--- src/hdl/debug_req_gate.sv ---
// ----------------------------
// Debug request gate with post-reset window
// ----------------------------

`timescale 1ns/1ps

module debug_req_gate #(
  parameter int unsigned DebugDelayCycles = 500
) (
  input  logic clk_i,
  input  logic rst_ni,
  input  logic debug_req_i,
  input  logic debug_en_i,
  output logic debug_req_o
);

  localparam int unsigned CntWidth =
    (DebugDelayCycles > 0) ? $clog2(DebugDelayCycles + 1) : 1;

  logic [CntWidth-1:0] cnt_q;
  logic                window_done;

  // Gives boot code time to run before a halt
  always_ff @(posedge clk_i or negedge rst_ni) begin
    if (!rst_ni) begin
      cnt_q <= CntWidth'(DebugDelayCycles);
    end else if (cnt_q != '0) begin
      cnt_q <= cnt_q - 1'b1;
    end
  end

  assign window_done = (cnt_q == '0);
  assign debug_req_o = window_done & debug_req_i & debug_en_i;

endmodule

--- config.mk ---
export PLATFORM = sky130hd
export DESIGN_NAME = debug_req_gate
export DESIGN_NICKNAME = d
export VERILOG_FILES = /design/src/hdl/debug_req_gate.sv
export SDC_FILE = /design/constraint.sdc
export NUM_CORES = 1
export LEC_CHECK = 0
export BUFFER_PORTS_ARGS = -buffer_cell sky130_fd_sc_hd__buf_2
export CORE_AREA = 2 2 39 41
export CTS_CLUSTER_DIAMETER = 50
export CTS_CLUSTER_SIZE = 20
export DETAILED_ROUTE_END_ITERATION = 8
export DIE_AREA = 0 0 41 43
export PLACE_DENSITY = 0.57
export SYNTH_ARGS = -nofsm -noshare
export SYNTH_HDL_FRONTEND = slang
export SYNTH_SLANG_ARGS = --single-unit
export TNS_END_PERCENT = 100
--- constraint.sdc ---
create_clock -name clk_i -period 2.1 [get_ports clk_i]
set_input_delay 0.42 -clock clk_i [delete_from_list [all_inputs] [get_ports clk_i]]
set_output_delay 0.42 -clock clk_i [all_outputs]
set_load 0.005 [all_outputs]
==> flow_metrics.tcl <==
set metrics [dict create \
    final.period_utilization 0.9708 \
    reg2reg_depth 4 \
    grt_antenna_before_repair 0 \
    timing.final.ws_setup_ps 61.37 \
    portBuffers 4 \
    rr_endpoint "cnt_q[1]$_DFFE_PN0P_" \
    grt-ovfl-total 0 \
    p_leak_nw 0.2472 \
    largest_regs "cnt_q x9" \
    total_number_of_clock_tree_sinks 9 \
    placeableCoreArea_sq_mm 0.001384 \
    cts_made_buffers 3 \
    antenna_fix_cells 0 \
    cts.path.max_buffers 2 \
    worst-r2r-setup-slack_ps 600 \
    grt_pass1_wl_microns 1345 \
    r2r_start "cnt_q[4]$_DFFE_PN1P_" \
    clk_pin_slew_worst_paths_ps 60 \
    tritoncts "done" \
    layout.nets 55 \
    grt_pass1_vias 318 \
    post_drt_via_cell_ratio 5.000 \
    post_synth.cell_area_avg_sq_um 11.36 \
    dieArea_sq_mm 0.001763 \
    drt-initial-drc-count 4 \
    vdd_drop_max_mv 0.2666 \
    start_kind "flip-flop" \
    finalPower_w 0.0003108 \
    cp.arrival_ps 1620 \
    top_register "cnt_q" \
    timing.clock.skew_ps 2.105 \
    p_per_area_mw_per_mm2 590.1 \
    largest_register_ff_count 9 \
    drt_first_pass_iters 4 \
    area_delta_synth_final_pct 18.93 \
    fraction_of_the_yosys_area_taken_by_sequential_cells 0.5254 \
    timing.max_slew.rel_slack 0.8377 \
    outcome "finished, final reports clean" \
    io-pin-count 5 \
    maxClockFrequency_ghz 0.4905 \
    gr-usage-all-layers 0.1181 \
    dp.final_hpwl_microns 524.8 \
    worstPathRequired_ps 1680 \
    largest_net_degree_at_the_start_of_global_routing 10 \
    cts-root-buf "clkbuf_4" \
    placementRows 14 \
    wl_per_cell_microns 11.26 \
    worst_slew_pin_slew_ps 241.6 \
    wirelength_microns 732 \
    critPathKind "flip-flop to output port" \
    clk-insertion-delay-late_ps 250 \
    final_max_tran_viols 0 \
    post_route_cells_drive_above_1_share 0.4490 \
    yosysWarningCount 0 \
    final-setup-viol-count 0 \
    critical_path_peak_fanout 3 \
    yosys.area_share.simple 0.2203 \
    combinational_family_with_the_most_area_after_synthesis "simple AND/OR/NAND/NOR gates" \
    xor_xnor_cell_area_share_of_the_yosys_netlist 0.01977 \
    synth.lib_cells_used.distinct 20 \
    start_util 0.3201 \
    synth_seq_cells 9 \
    cts.htree.levels 1 \
    chipHeight_microns 43 \
    drv.max_cap_violation_count 0 \
    num_vias 325 \
    synth.net_count 44 \
    worst_setup_path_startpoint "cnt_q[4]$_DFFE_PN1P_" \
    dp_slack_ps 168.8 \
    synth_fa_ha_area_frac 0.02825 \
    detail_route.drc_violations 0 \
    hold_violations 0 \
    ant_nets 0 \
    rsz0062_at_grt "yes" \
    yosys-mux-area-fraction 0.04802 \
    dieWidth_microns 41 \
    finalWeightedCongestion 0.7011 \
    worst_setup_path_end_kind "output port" \
    synthesized_area_fraction_occupied_by_ao_oa_aoi_and_oai_cells 0.1412 \
    mappedNetlistArea_sq_um 442.9 \
    postSynthCellCount 39 \
    min_path_type "input port to asynchronous set/reset pin" \
    min_tclk_post_route_ps 2039 \
]
## where the power goes
part	total (W)	switching, W	leakage (nW)	internal (W)
Sequential	0.000174	0	0.104	0.000174
Clock	0.000130	0.0000566	0.0150	0.0000730
Combinational	0.00000717	0.00000412	0.128	0.00000306
Total	0.000311	0.0000608	0.247	0.000250
## cells in the mapped netlist
cell type,instances,area (sq um)
and3_1,1,6.260
dfrtp_1,3,75.07
dfstp_2,6,157.7
ha_1,1,12.51
inv_1,2,7.510
mux2_2,1,11.26
mux2i_1,1,10.01
nand2_1,1,3.750
nand2b_1,2,12.51
nor2_1,2,7.510
nor3_1,2,10.01
nor4_4,1,21.27
o21ai_0,6,30.03
o21bai_1,1,7.510
o31a_2,1,10.01
o31ai_1,2,15.01
or2_2,2,12.51
or3_1,2,12.51
or4_4,1,11.26
xnor2_1,1,8.760
## cell usage in the layout, fill, tap and decap left out, types with 2 or more instances in the layout
cell	Yosys	routed
clkbuf_4	0	3
nor2_1	2	2
dfrtp_1	3	3
dfstp_2	6	6
or2_2	2	2
or3_1	2	2
nor3_1	2	2
o21ai_0	6	6
inv_1	2	2
o31ai_1	2	2
buf_2	0	4
buf_4	0	2
## worst max path at each step
stage | to | cells past startpoint | slack, ps
3_5_place_dp | debug_req_o | 4 | 170
4_1_cts | debug_req_o | 4 | 50
5_1_grt | debug_req_o | 4 | -10
2_1_floorplan | debug_req_o | 3 | 200
6_report | debug_req_o | 4 | 60
3_3_place_gp | debug_req_o | 4 | 180
## stage by stage
stage                     hold slack (ps)  area [sq um]  setup TNS, ps  utilization  std cells
after floorplan                     124.4         442.9              0            -         39
after CTS                           4.663         524.3              0       0.3788         65
final                               7.321         526.8              0       0.3807         65
after detailed placement            277.3         490.5              0       0.3544         60
after global placement              281.4         490.5              0       0.3544         60
after global routing                3.170         526.8         -14.66       0.3807         65
## layout make-up
cell class / count / area, sq um
tap: 16 / 20.02
clock buffer: 4 / 26.28
fill: 141 / 857.1
multi-input combinational: 28 / 205.2
inverter: 2 / 7.507
timing repair buffer: 6 / 35.03
sequential: 9 / 232.7
## cells by family (layout without fill, tap and decap cells)
| kind of cell | count (synthesis) | count (layout) |
|---|---|---|
| AND/OR/NAND/NOR | 14 | 14 |
| AO/OA/AOI/OAI | 10 | 10 |
| flip-flops | 9 | 9 |
| multiplexers | 2 | 2 |
| buffers and inverters | 2 | 12 |
| adder cells (fa/ha/maj) | 1 | 1 |
| XOR/XNOR | 1 | 1 |
## critical path: stages, from the launching register on
cell	delay, ps
dfstp_2	370
or4_4	560
nor4_4	160
and3_1	180
buf_2	100
## routing by layer
metal,wire [microns],vias up,global-route usage
li1,-,163,-
met1,335,154,0.1582
met2,348,6,0.1469
met3,38,2,0.03665
met4,10,0,0.1000
met5,0,-,0
## what timing repair did
action,in CTS,in global routing
resized for setup,0,1
hold buffers,0,0
endpoints found under the setup margin,1,1
setup buffers,1,0
pin swaps,2,0
(Power assumes the default switching activity.)
