**config.mk**
```make
export PLATFORM = sky130hd
export DESIGN_NAME = boot_rom
export DESIGN_NICKNAME = d
export VERILOG_FILES = /design/src/hdl/harness_pkg.sv /design/src/hdl/boot_rom.sv
export SDC_FILE = /design/constraint.sdc
export NUM_CORES = 1
export LEC_CHECK = 0
export BUFFER_PORTS_ARGS = -buffer_cell sky130_fd_sc_hd__buf_2
export CAP_MARGIN = 20
export CORE_UTILIZATION = 57
export CTS_CLUSTER_SIZE = 40
export DETAILED_ROUTE_END_ITERATION = 7
export PLACE_DENSITY = 0.9
export SETUP_SLACK_MARGIN = 0.2
export SYNTH_ARGS = -nofsm -noshare
export SYNTH_HDL_FRONTEND = slang
export SYNTH_SLANG_ARGS = --single-unit
```
**constraint.sdc**
```tcl
create_clock -name clk_i -period 2.02 [get_ports clk_i]
set_input_delay 0.101 -clock clk_i [delete_from_list [all_inputs] [get_ports clk_i]]
set_output_delay 0.101 -clock clk_i [all_outputs]
set_load 0.005 [all_outputs]
```
**src/hdl/harness_pkg.sv**
```systemverilog
// ----------------------------
// Address map, bus widths, boot ROM image
// and response defaults of the memory harness
// ----------------------------

package harness_pkg;

  // Bus widths
  localparam int unsigned AddrWidth = 32;
  localparam int unsigned DataWidth = 64;
  localparam int unsigned StrbWidth = DataWidth / 8;

  // ----------------------------
  // Address map
  // ----------------------------
  localparam logic [AddrWidth-1:0] RomBase    = 32'h0001_0000;
  localparam logic [AddrWidth-1:0] RomLength  = 32'h0000_1000;
  localparam logic [AddrWidth-1:0] GpioBase   = 32'h4000_0000;
  localparam logic [AddrWidth-1:0] GpioLength = 32'h0000_1000;
  // DRAM window length comes from the SRAM depth
  localparam logic [AddrWidth-1:0] DramBase   = 32'h8000_0000;

  // Word index widths derived from the map
  localparam int unsigned ByteOffs     = $clog2(StrbWidth);
  localparam int unsigned RomAddrWidth = $clog2(RomLength / StrbWidth);

  // ----------------------------
  // Boot ROM image
  // ----------------------------
  localparam int unsigned RomWords    = 16;
  localparam int unsigned RomIdxWidth = $clog2(RomWords);

  localparam logic [DataWidth-1:0] RomImage [RomWords] = '{
    64'h0000_0297_f140_2573, 64'h0202_8593_0182_b283,
    64'h0002_8067_0000_0013, 64'h8000_0000_0000_0000,
    64'h3007_9073_3050_5073, 64'h1050_0073_ffdf_f06f,
    64'h0010_0513_0000_0593, 64'h00b5_0633_0016_0613,
    64'hfe06_1ee3_0000_0013, 64'h0000_0000_0000_0000,
    64'hdead_beef_cafe_f00d, 64'h0123_4567_89ab_cdef,
    64'h7b20_0073_7b30_0073, 64'h0000_006f_0000_006f,
    64'h5a5a_a5a5_3c3c_c3c3, 64'hffff_ffff_0000_0001
  };

  // Selected bus target
  typedef enum logic [1:0] {
    TgtRom,
    TgtDram,
    TgtErr
  } target_e;

  // Read data returned for writes, errors and idle cycles
  localparam logic [DataWidth-1:0] RespDataIdle = '0;

endpackage

```
**src/hdl/boot_rom.sv**
```systemverilog
// ----------------------------
// Boot ROM backed by the package image
// ----------------------------

`timescale 1ns/1ps

module boot_rom (
  input  logic                                 clk_i,
  input  logic                                 rst_ni,
  input  logic                                 req_i,
  input  logic [harness_pkg::RomAddrWidth-1:0] addr_i,
  output logic [harness_pkg::DataWidth-1:0]    rdata_o
);

  logic                                in_image;
  logic [harness_pkg::DataWidth-1:0]   rdata_q;

  // Only the first RomWords entries hold code
  assign in_image = (addr_i < harness_pkg::RomAddrWidth'(harness_pkg::RomWords));

  always_ff @(posedge clk_i or negedge rst_ni) begin
    if (!rst_ni) begin
      rdata_q <= '0;
    end else if (req_i) begin
      if (in_image) begin
        rdata_q <= harness_pkg::RomImage[addr_i[harness_pkg::RomIdxWidth-1:0]];
      end else begin
        rdata_q <= '0;
      end
    end
  end

  assign rdata_o = rdata_q;

endmodule

```
==> results_dict.tcl <==
set metrics [dict create \
    status "finished, final reports clean" \
    max_cap_violations 0 \
    num_vias 2527 \
    numCtsBuffers 9 \
    power.switching_mw 0.668 \
    vias_per_cell 5.92 \
    use_met2 0.426 \
    drt.antenna.violating_nets 0 \
    ys.flop_type "dfrtp_1" \
    min_path_type "in2reg" \
    finClkSkew_ns 0 \
    setup_viol 0 \
    worstSetupStartpointType "input port" \
    die_width_um 74.0 \
    p_total_mw 2.82 \
    path_class "in2reg" \
    dieArea_um2 5480 \
    h-tree-depth 3 \
    syn_area_per_cell_um2 10.1 \
    finalHoldViolations 0 \
    nNetsFinal 375 \
    syn_nets 312 \
    synth_area_leaders "dfrtp_1 (49%), o2bb2ai_1 (10%), a21oi_1 (5.4%), a22o_1 (3.9%), nand2_1 (3.4%)" \
    cp.arrival_ns 1.70 \
    yosysTopAreaCellShare 0.491 \
    cts_resized 0 \
    cp-end-kind "flop" \
    fin_util 0.729 \
    antenna_found_initial 0 \
    hp-start "req_i" \
    cts.path.max_buffers 2 \
    top_usage_layer "met2" \
    place_area_um2 3270 \
    area_delta_synth_final_pct 19.6 \
    setup_tns_ns 0 \
    power_leakage_nw 1.82 \
    layout-drive-gt1-share 0.292 \
    grt_overflow 0 \
    cts_sinks 58 \
    wirelength_um 7260 \
    wl_per_cell_um 17.0 \
    dpl.hpwl_um 4880 \
    clkLatencyLatePin_ns 0.34 \
    slew_headroom 0.641 \
    io_pins 76 \
    largest_register_ffs 58 \
    worst_slew_pin_slew_ns 0.538 \
    synthCells 292 \
    synth-edff-count 0 \
    cp_data_required_time_ns 2.25 \
    grt_use_met3 0.0501 \
    first_pass_iters 5 \
    fill_cells 350 \
    grt_pass1_wl_um 11500 \
    final_area_um2 3540 \
    synth_warnings 0 \
    power.share.switching 0.237 \
    fin_crit_ns 1.47 \
    first_iter_violations 244 \
    grt_max_degree 52 \
    fin_crit_sh 0.728 \
    p_int_mw 2.15 \
    ys_seq_area_frac 0.491 \
    ir_worst_vdd_v 0.000531 \
    num_antenna_cells 0 \
    comb_power_share 0.100 \
    ys_ff_latch 58 \
    rsz0062_at_grt "no" \
    synth.top_cells.by_count "dfrtp_1 (58), o2bb2ai_1 (35), a21oi_1 (32), nand2_1 (27), o21ai_0 (16)" \
    crit_path_max_fanout 15 \
    fin_hold_ws_ns 0.0954 \
    synthArstFlopShare 1.00 \
    fmax_mhz 680 \
    clk_pin_slew_ns 0.07 \
    rows 25 \
    drv_slew 0 \
    port_buffers 75 \
    synth_most_common_cell "dfrtp_1" \
    crit_path_start "addr_i[1]" \
    cts_tree "yes" \
    drc 0 \
    place.gp.congestion 0.890 \
    synth.cell_area_um2 2960 \
    r2r-start "rdata_o[62]$_DFFE_PN0P_" \
    seq_power_share 0.419 \
    grt_use_met1 0.412 \
    coreArea_um2 4850 \
    powerDensity_nw_per_um2 797 \
    start_util 0.610 \
    grt.total_usage 0.287 \
    clock_power_share 0.481 \
    grt_pass1_vias 2261 \
    die_height_um 74.0 \
    synth.distinct_cells 36 \
    synth_top_area_cell "dfrtp_1" \
    root_buffer "clkbuf_8" \
]
==> final timing paths <==
check / cells past startpoint / end / slack [ns]
setup / recovery: 7 / rdata_o[29]$_DFFE_PN0P_ / 0.55
hold / removal: 2 / rdata_o[24]$_DFFE_PN0P_ / 0.1
setup reg to reg: 1 / rdata_o[62]$_DFFE_PN0P_ / 1.27
hold reg to reg: 1 / rdata_o[10]$_DFFE_PN0P_ / 0.49
max in group asynchronous: 3 / rdata_o[17]$_DFFE_PN0P_ / 1.42
min in group asynchronous: 3 / rdata_o[7]$_DFFE_PN0P_ / 0.30
==> cells in the final DEF (no fill, tap or decap), types with 2 or more instances in the layout <==
| cell | Yosys | final |
|---|---|---|
| a21oi_1 | 32 | 32 |
| a22o_1 | 13 | 13 |
| a31oi_1 | 4 | 4 |
| a32o_1 | 3 | 3 |
| and3_1 | 3 | 3 |
| buf_2 | 9 | 75 |
| buf_4 | 12 | 7 |
| bufinv_16 | 0 | 3 |
| clkbuf_8 | 0 | 11 |
| dfrtp_1 | 58 | 58 |
| ha_1 | 8 | 8 |
| inv_1 | 12 | 12 |
| nand2_1 | 27 | 27 |
| nand2b_1 | 8 | 8 |
| nor2_1 | 14 | 14 |
| nor2b_1 | 2 | 2 |
| nor3_1 | 3 | 3 |
| o21ai_0 | 16 | 16 |
| o2bb2ai_1 | 35 | 35 |
| o32ai_1 | 5 | 5 |
| or2_2 | 3 | 3 |
==> area by class of cell <==
type	count	area (um2)	share of cell area
inverters	13	48.8	0.0138
multi-input cells	190	1260	0.357
flip-flops and latches	58	1450	0.410
repair buffers	83	438	0.124
clock inverters	4	97.6	0.0276
well taps	67	83.8	0.0237
clock buffers	12	155	0.0439
==> critical path, stage by stage <==
cell and delay, ns:
buf_2 0.25, inv_1 0.17, ha_1 0.36, or2_2 0.33
a21oi_1 0.19, nor2_1 0.09, a22o_1 0.20
==> kinds of logic after synthesis <==
group,count (synthesis),share of synthesized area
AOI/OAI and AO/OA,116,0.282
and+or+nand+nor,65,0.107
DFF,58,0.491
buffers and inverters,44,0.0825
adders and majority gates,8,0.0339
muxes,1,0.00339
==> stage by stage <==
step,instances,worst slack (ns)
5_1_grt,427,0.446
4_1_cts,427,0.589
2_1_floorplan,292,0.633
6_report,427,0.550
3_3_place_gp,410,0.325
3_5_place_dp,410,0.230
==> power groups by stage <==
stage | sequential, mW | clock, mW | combinational, mW
after floorplan | 1.20 | 0 | 0.183
after global placement | 1.20 | 0 | 0.270
after detailed placement | 1.20 | 0 | 0.274
after CTS | 1.18 | 1.36 | 0.279
after global routing | 1.18 | 1.42 | 0.311
final | 1.18 | 1.36 | 0.282
==> timing repair <==
action,4_1_cts,5_1_grt
buffers inserted,0,0
hold buffers,1,0
endpoints found under the hold margin,58,0
==> per-layer routing <==
metal | wire (um) | part of all wire
met5 | 0 | 0
met4 | 125 | 0.017
met3 | 473 | 0.065
met2 | 3480 | 0.48
met1 | 3190 | 0.44
(Power assumes the default switching activity.)
