## src/hdl/harness_pkg.sv

```systemverilog
// ----------------------------
// Address map, bus widths, boot ROM image
// and response defaults of the memory harness
// ----------------------------

package harness_pkg;

  // Bus widths
  localparam int unsigned AddrWidth = 32;
  localparam int unsigned DataWidth = 64;
  localparam int unsigned StrbWidth = DataWidth / 8;

  // ----------------------------
  // Address map
  // ----------------------------
  localparam logic [AddrWidth-1:0] RomBase    = 32'h0001_0000;
  localparam logic [AddrWidth-1:0] RomLength  = 32'h0000_1000;
  localparam logic [AddrWidth-1:0] GpioBase   = 32'h4000_0000;
  localparam logic [AddrWidth-1:0] GpioLength = 32'h0000_1000;
  // DRAM window length comes from the SRAM depth
  localparam logic [AddrWidth-1:0] DramBase   = 32'h8000_0000;

  // Word index widths derived from the map
  localparam int unsigned ByteOffs     = $clog2(StrbWidth);
  localparam int unsigned RomAddrWidth = $clog2(RomLength / StrbWidth);

  // ----------------------------
  // Boot ROM image
  // ----------------------------
  localparam int unsigned RomWords    = 16;
  localparam int unsigned RomIdxWidth = $clog2(RomWords);

  localparam logic [DataWidth-1:0] RomImage [RomWords] = '{
    64'h0000_0297_f140_2573, 64'h0202_8593_0182_b283,
    64'h0002_8067_0000_0013, 64'h8000_0000_0000_0000,
    64'h3007_9073_3050_5073, 64'h1050_0073_ffdf_f06f,
    64'h0010_0513_0000_0593, 64'h00b5_0633_0016_0613,
    64'hfe06_1ee3_0000_0013, 64'h0000_0000_0000_0000,
    64'hdead_beef_cafe_f00d, 64'h0123_4567_89ab_cdef,
    64'h7b20_0073_7b30_0073, 64'h0000_006f_0000_006f,
    64'h5a5a_a5a5_3c3c_c3c3, 64'hffff_ffff_0000_0001
  };

  // Selected bus target
  typedef enum logic [1:0] {
    TgtRom,
    TgtDram,
    TgtErr
  } target_e;

  // Read data returned for writes, errors and idle cycles
  localparam logic [DataWidth-1:0] RespDataIdle = '0;

endpackage

```

## src/hdl/bus_decoder.sv

```systemverilog
// ----------------------------
// Address decoder, target strobes and
// registered response mux with error target
// ----------------------------

`timescale 1ns/1ps

module bus_decoder #(
  parameter int unsigned NumWords = 1024
) (
  input  logic                                      clk_i,
  input  logic                                      rst_ni,
  input  logic                                      req_i,
  input  logic                                      we_i,
  input  logic [harness_pkg::AddrWidth-1:0]         addr_i,
  input  logic [harness_pkg::StrbWidth-1:0]         be_i,
  input  logic [harness_pkg::DataWidth-1:0]         wdata_i,
  output logic                                      rom_req_o,
  output logic [harness_pkg::RomAddrWidth-1:0]      rom_addr_o,
  output logic                                      dram_req_o,
  output logic                                      dram_we_o,
  output logic [$clog2(NumWords)-1:0]               dram_addr_o,
  output logic [harness_pkg::StrbWidth-1:0]         dram_be_o,
  output logic [harness_pkg::DataWidth-1:0]         dram_wdata_o,
  input  logic [harness_pkg::DataWidth-1:0]         rom_rdata_i,
  input  logic [harness_pkg::DataWidth-1:0]         dram_rdata_i,
  output logic                                      resp_valid_o,
  output logic [harness_pkg::DataWidth-1:0]         rdata_o,
  output logic                                      err_o
);

  localparam int unsigned DramAw = $clog2(NumWords);
  // 64-bit bounds so a full DRAM window cannot wrap
  localparam longint unsigned RomEnd  = longint'(harness_pkg::RomBase) +
                                        longint'(harness_pkg::RomLength);
  localparam longint unsigned DramEnd = longint'(harness_pkg::DramBase) +
                                        longint'(NumWords) * harness_pkg::StrbWidth;

  harness_pkg::target_e sel;
  harness_pkg::target_e tgt_q;
  logic                 req_ok;
  logic                 valid_q;
  logic                 we_q;

  // ----------------------------
  // Request side
  // ----------------------------
  assign req_ok = req_i & rst_ni;

  always_comb begin
    if (addr_i >= harness_pkg::RomBase && longint'(addr_i) < RomEnd) begin
      sel = harness_pkg::TgtRom;
    end else if (addr_i >= harness_pkg::DramBase && longint'(addr_i) < DramEnd) begin
      sel = harness_pkg::TgtDram;
    end else begin
      // GPIO hole and everything unmapped
      sel = harness_pkg::TgtErr;
    end
  end

  // ROM writes are dropped silently
  assign rom_req_o    = req_ok & ~we_i & (sel == harness_pkg::TgtRom);
  assign rom_addr_o   = addr_i[harness_pkg::ByteOffs +: harness_pkg::RomAddrWidth];

  assign dram_req_o   = req_ok & (sel == harness_pkg::TgtDram);
  assign dram_we_o    = we_i;
  assign dram_addr_o  = addr_i[harness_pkg::ByteOffs +: DramAw];
  assign dram_be_o    = be_i;
  assign dram_wdata_o = wdata_i;

  // ----------------------------
  // Response side
  // ----------------------------
  always_ff @(posedge clk_i or negedge rst_ni) begin
    if (!rst_ni) begin
      valid_q <= 1'b0;
      tgt_q   <= harness_pkg::TgtErr;
      we_q    <= 1'b0;
    end else begin
      valid_q <= req_ok;
      tgt_q   <= sel;
      we_q    <= we_i;
    end
  end

  assign resp_valid_o = valid_q;
  assign err_o        = valid_q & (tgt_q == harness_pkg::TgtErr);

  // Memories already hold their read data for this cycle
  always_comb begin
    rdata_o = harness_pkg::RespDataIdle;
    if (valid_q && !we_q) begin
      case (tgt_q)
        harness_pkg::TgtRom:  rdata_o = rom_rdata_i;
        harness_pkg::TgtDram: rdata_o = dram_rdata_i;
        default:              rdata_o = harness_pkg::RespDataIdle;
      endcase
    end
  end

endmodule

```

## config.mk

```make
export PLATFORM = sky130hd
export DESIGN_NAME = bus_decoder
export DESIGN_NICKNAME = d
export VERILOG_FILES = /design/src/hdl/harness_pkg.sv /design/src/hdl/bus_decoder.sv
export SDC_FILE = /design/constraint.sdc
export NUM_CORES = 1
export LEC_CHECK = 0
export ABC_AREA = 1
export BUFFER_PORTS_ARGS = -buffer_cell sky130_fd_sc_hd__buf_2
export CORE_AREA = 5 5 152 154
export DETAILED_ROUTE_END_ITERATION = 10
export DIE_AREA = 0 0 157 159
export HOLD_SLACK_MARGIN = 0.02
export PLACE_DENSITY_LB_ADDON = 0.15
export SLEW_MARGIN = 10
export SYNTH_ARGS = -nofsm -noshare
export SYNTH_HDL_FRONTEND = slang
export SYNTH_SLANG_ARGS = --single-unit
```

## constraint.sdc

```tcl
create_clock -name clk_i -period 2.9 [get_ports clk_i]
set_input_delay 0.29 -clock clk_i [delete_from_list [all_inputs] [get_ports clk_i]]
set_output_delay 0.29 -clock clk_i [all_outputs]
set_load 0.05 [all_outputs]
```

==> metrics <==
initial antenna violation count=0; max cap viols=0; share of layout cells above drive strength 1=0.506; Clock Path Buffers=2; Synth cell types=16; number of routed nets with antenna violations=0; sw frac=0.236; register bit total from synthesis=4; Ys Warns=0; crit end category=output port; WL final=9.40 mm; Die W=157 um; vias in the first global route=2700; Core Area=21600 um2; die height=159 um; Final period util=0.805; HP Class=in2reg; Layout Area Growth over Synthesis=33.6%; Post-Synthesis Mean Instance Area=5.83 um2; area leader, netlist=buf_4; post-synth top area share=0.365; Num CTS Buffers=3; DR pass1 iterations=4; internal cell power=0.000317 W; final hold viol count=0; shortest period the worst path allows=around 2300 ps; status=complete, no violations; combinational share of power=0.325; total track usage=0.0672; Synth Instances=353; setup_tns=0 ps; Net Count, Synth=589; Ports=396; Rows=54; Clk pwr share=0.536; Crit Path Class=reg2out; setup ws final=566 ps; Clock H-tree levels=1; RSZ-0062 raised after global routing=no; Vias=about 2700; Initial Util=0.0955; crit path launch type=flip-flop; # diodes=0; synth top area cells=buf_4 (36%), nand3_1 (16%), a21oi_1 (16%), nand2_1 (13%), buf_6 (6.0%); Max VDD drop=between 0.0003 and 0.0004 V; peak fanout along the critical path=39; Post-CTS Setup Repair Bufs=0; Clock Pin Slew Worst Setup and Hold Paths=~30 ps; GRT Residual Overflow=0; routability cong.=a little under 0.8; fin. max-slew vios=0; post-synthesis sequential area ratio=0.0492; die area=25000 um2; Sw Pwr=just under 0.0001 W; Nets=703; Max Fclk=0.429 GHz; DR vias/cell=3.57; Max transition margin=0.493; Residual DRC=0; post-placement worst setup slack=702 ps; wire per inst=12.6 um; Crit path arrival time=2040 ps; Setup-failing EPs final=0; clock root buffer=clkbuf_16; Sink Count=4; I/O Buffers=roughly 220; Netlist Area Pre-Place=2060 um2; Power Dens Cells=~150 nW/um2; CTS tree=done; first-pass GRT wire length=between 10 and 15 mm; DR iter-0 viols=212; DP Wirelength=between 7 and 8 mm; CP required=between 2000 and 3000 ps; sequential share of power=0.140; largest net degree at the start of global routing=53; Least-Margin Pin Slew=761 ps; Pleak=1.26 nW
worst paths after layout:
check	start	end	depth (start not counted)
worst max-delay path	tgt_q[1]	rdata_o[16]	5
worst min-delay path	we_i	we_q	1
max in group asynchronous	rst_ni	tgt_q[1]	2
min in group asynchronous	rst_ni	we_q	2
synthesized netlist by cell type:
cell and count:
inv_1 10, a21oi_1 64, or2_2 1, nor2_4 1, buf_6 11, or2_1 1, nor3_1 1, nand3_1 66
nand3b_1 1, clkbuf_1 1, dfrtp_1 3, buf_2 7, dfstp_2 1, buf_4 100, nand2_1 72, nor2_1 13
routing by layer:
metal | share of wire | track usage
met1 | 0.36 | 0.0746
met2 | 0.50 | 0.122
met3 | 0.12 | 0.0226
met4 | 0.020 | 0.0162
met5 | 0 | 0
area by class of cell:
cell class	count	area [um2]
Clock buffer	4	78.8
Fill cell	2540	18800
Inverter	10	37.5
Multi-Input combinational cell	220	1010
Sequential cell	4	103
Tap cell	280	350
Timing Repair Buffer	228	1170
power groups by stage:
| stage | Sequential, W | Clock [W] | Combinational [W] |
|---|---|---|---|
| after floorplan | 0.0000613 | 0 | 0.000367 |
| after global placement | 0.0000587 | 0 | 0.000135 |
| after detailed placement | 0.0000586 | 0 | 0.000135 |
| after CTS | 0.0000580 | 0.000225 | 0.000137 |
| after global routing | 0.0000582 | 0.000231 | 0.000151 |
| final | 0.0000580 | 0.000222 | 0.000135 |
what timing repair did:
action	CTS	global route
endpoints found under the hold margin	3	0
gates resized for setup	0	0
hold buffers	1	0
kinds of logic (layout without fill, tap and decap cells):
logic type	count (synthesis)	after routing	synth area share
AO/OA/AOI/OAI	64	64	0.156
buffers and inverters	129	242	0.462
flip-flops	4	4	0.0492
AND/OR/NAND/NOR	156	156	0.333
through the flow:
| stage | utilization | instances | hold WS (ps) | instance area (um2) | total power [W] |
|---|---|---|---|---|---|
| 6_report | 0.128 | 746 | 195 | 2750 | 0.000415 |
| 5_1_grt | 0.128 | 746 | 204 | 2750 | 0.000440 |
| 4_1_cts | 0.128 | 746 | 196 | 2750 | 0.000420 |
| 3_5_place_dp | 0.123 | 741 | 116 | 2660 | 0.000194 |
| 3_3_place_gp | 0.123 | 741 | 112 | 2660 | 0.000193 |
| 2_1_floorplan | - | 353 | -5.59 | 2060 | 0.000428 |
placed cells by master (no fill, tap or decap):
cell,synthesis,layout
nand3b_1,1,1
clkbuf_16,0,3
dfrtp_2,0,1
dfrtp_1,3,2
nand2_1,72,72
clkbuf_1,1,1
buf_2,7,221
or2_2,1,2
dlygate4sd3_1,0,1
a21oi_1,64,64
nor2_1,13,13
inv_1,10,9
buf_12,0,1
inv_2,0,1
dfstp_2,1,1
nor3_1,1,1
buf_4,100,5
nand3_1,66,66
nor2_4,1,1
flip-flops by register name, indices dropped and copies added, names as in the netlist:
signal	count
tgt_q	2
resp_valid_o	1
we_q	1
critical path, cell delays in order, from the launching register on:
cell     delay (ps)
dfstp_2         380
inv_2           540
buf_4           330
nand3_1          90
a21oi_1         190
buf_2           300
Power figures use the tool's default switching activity.
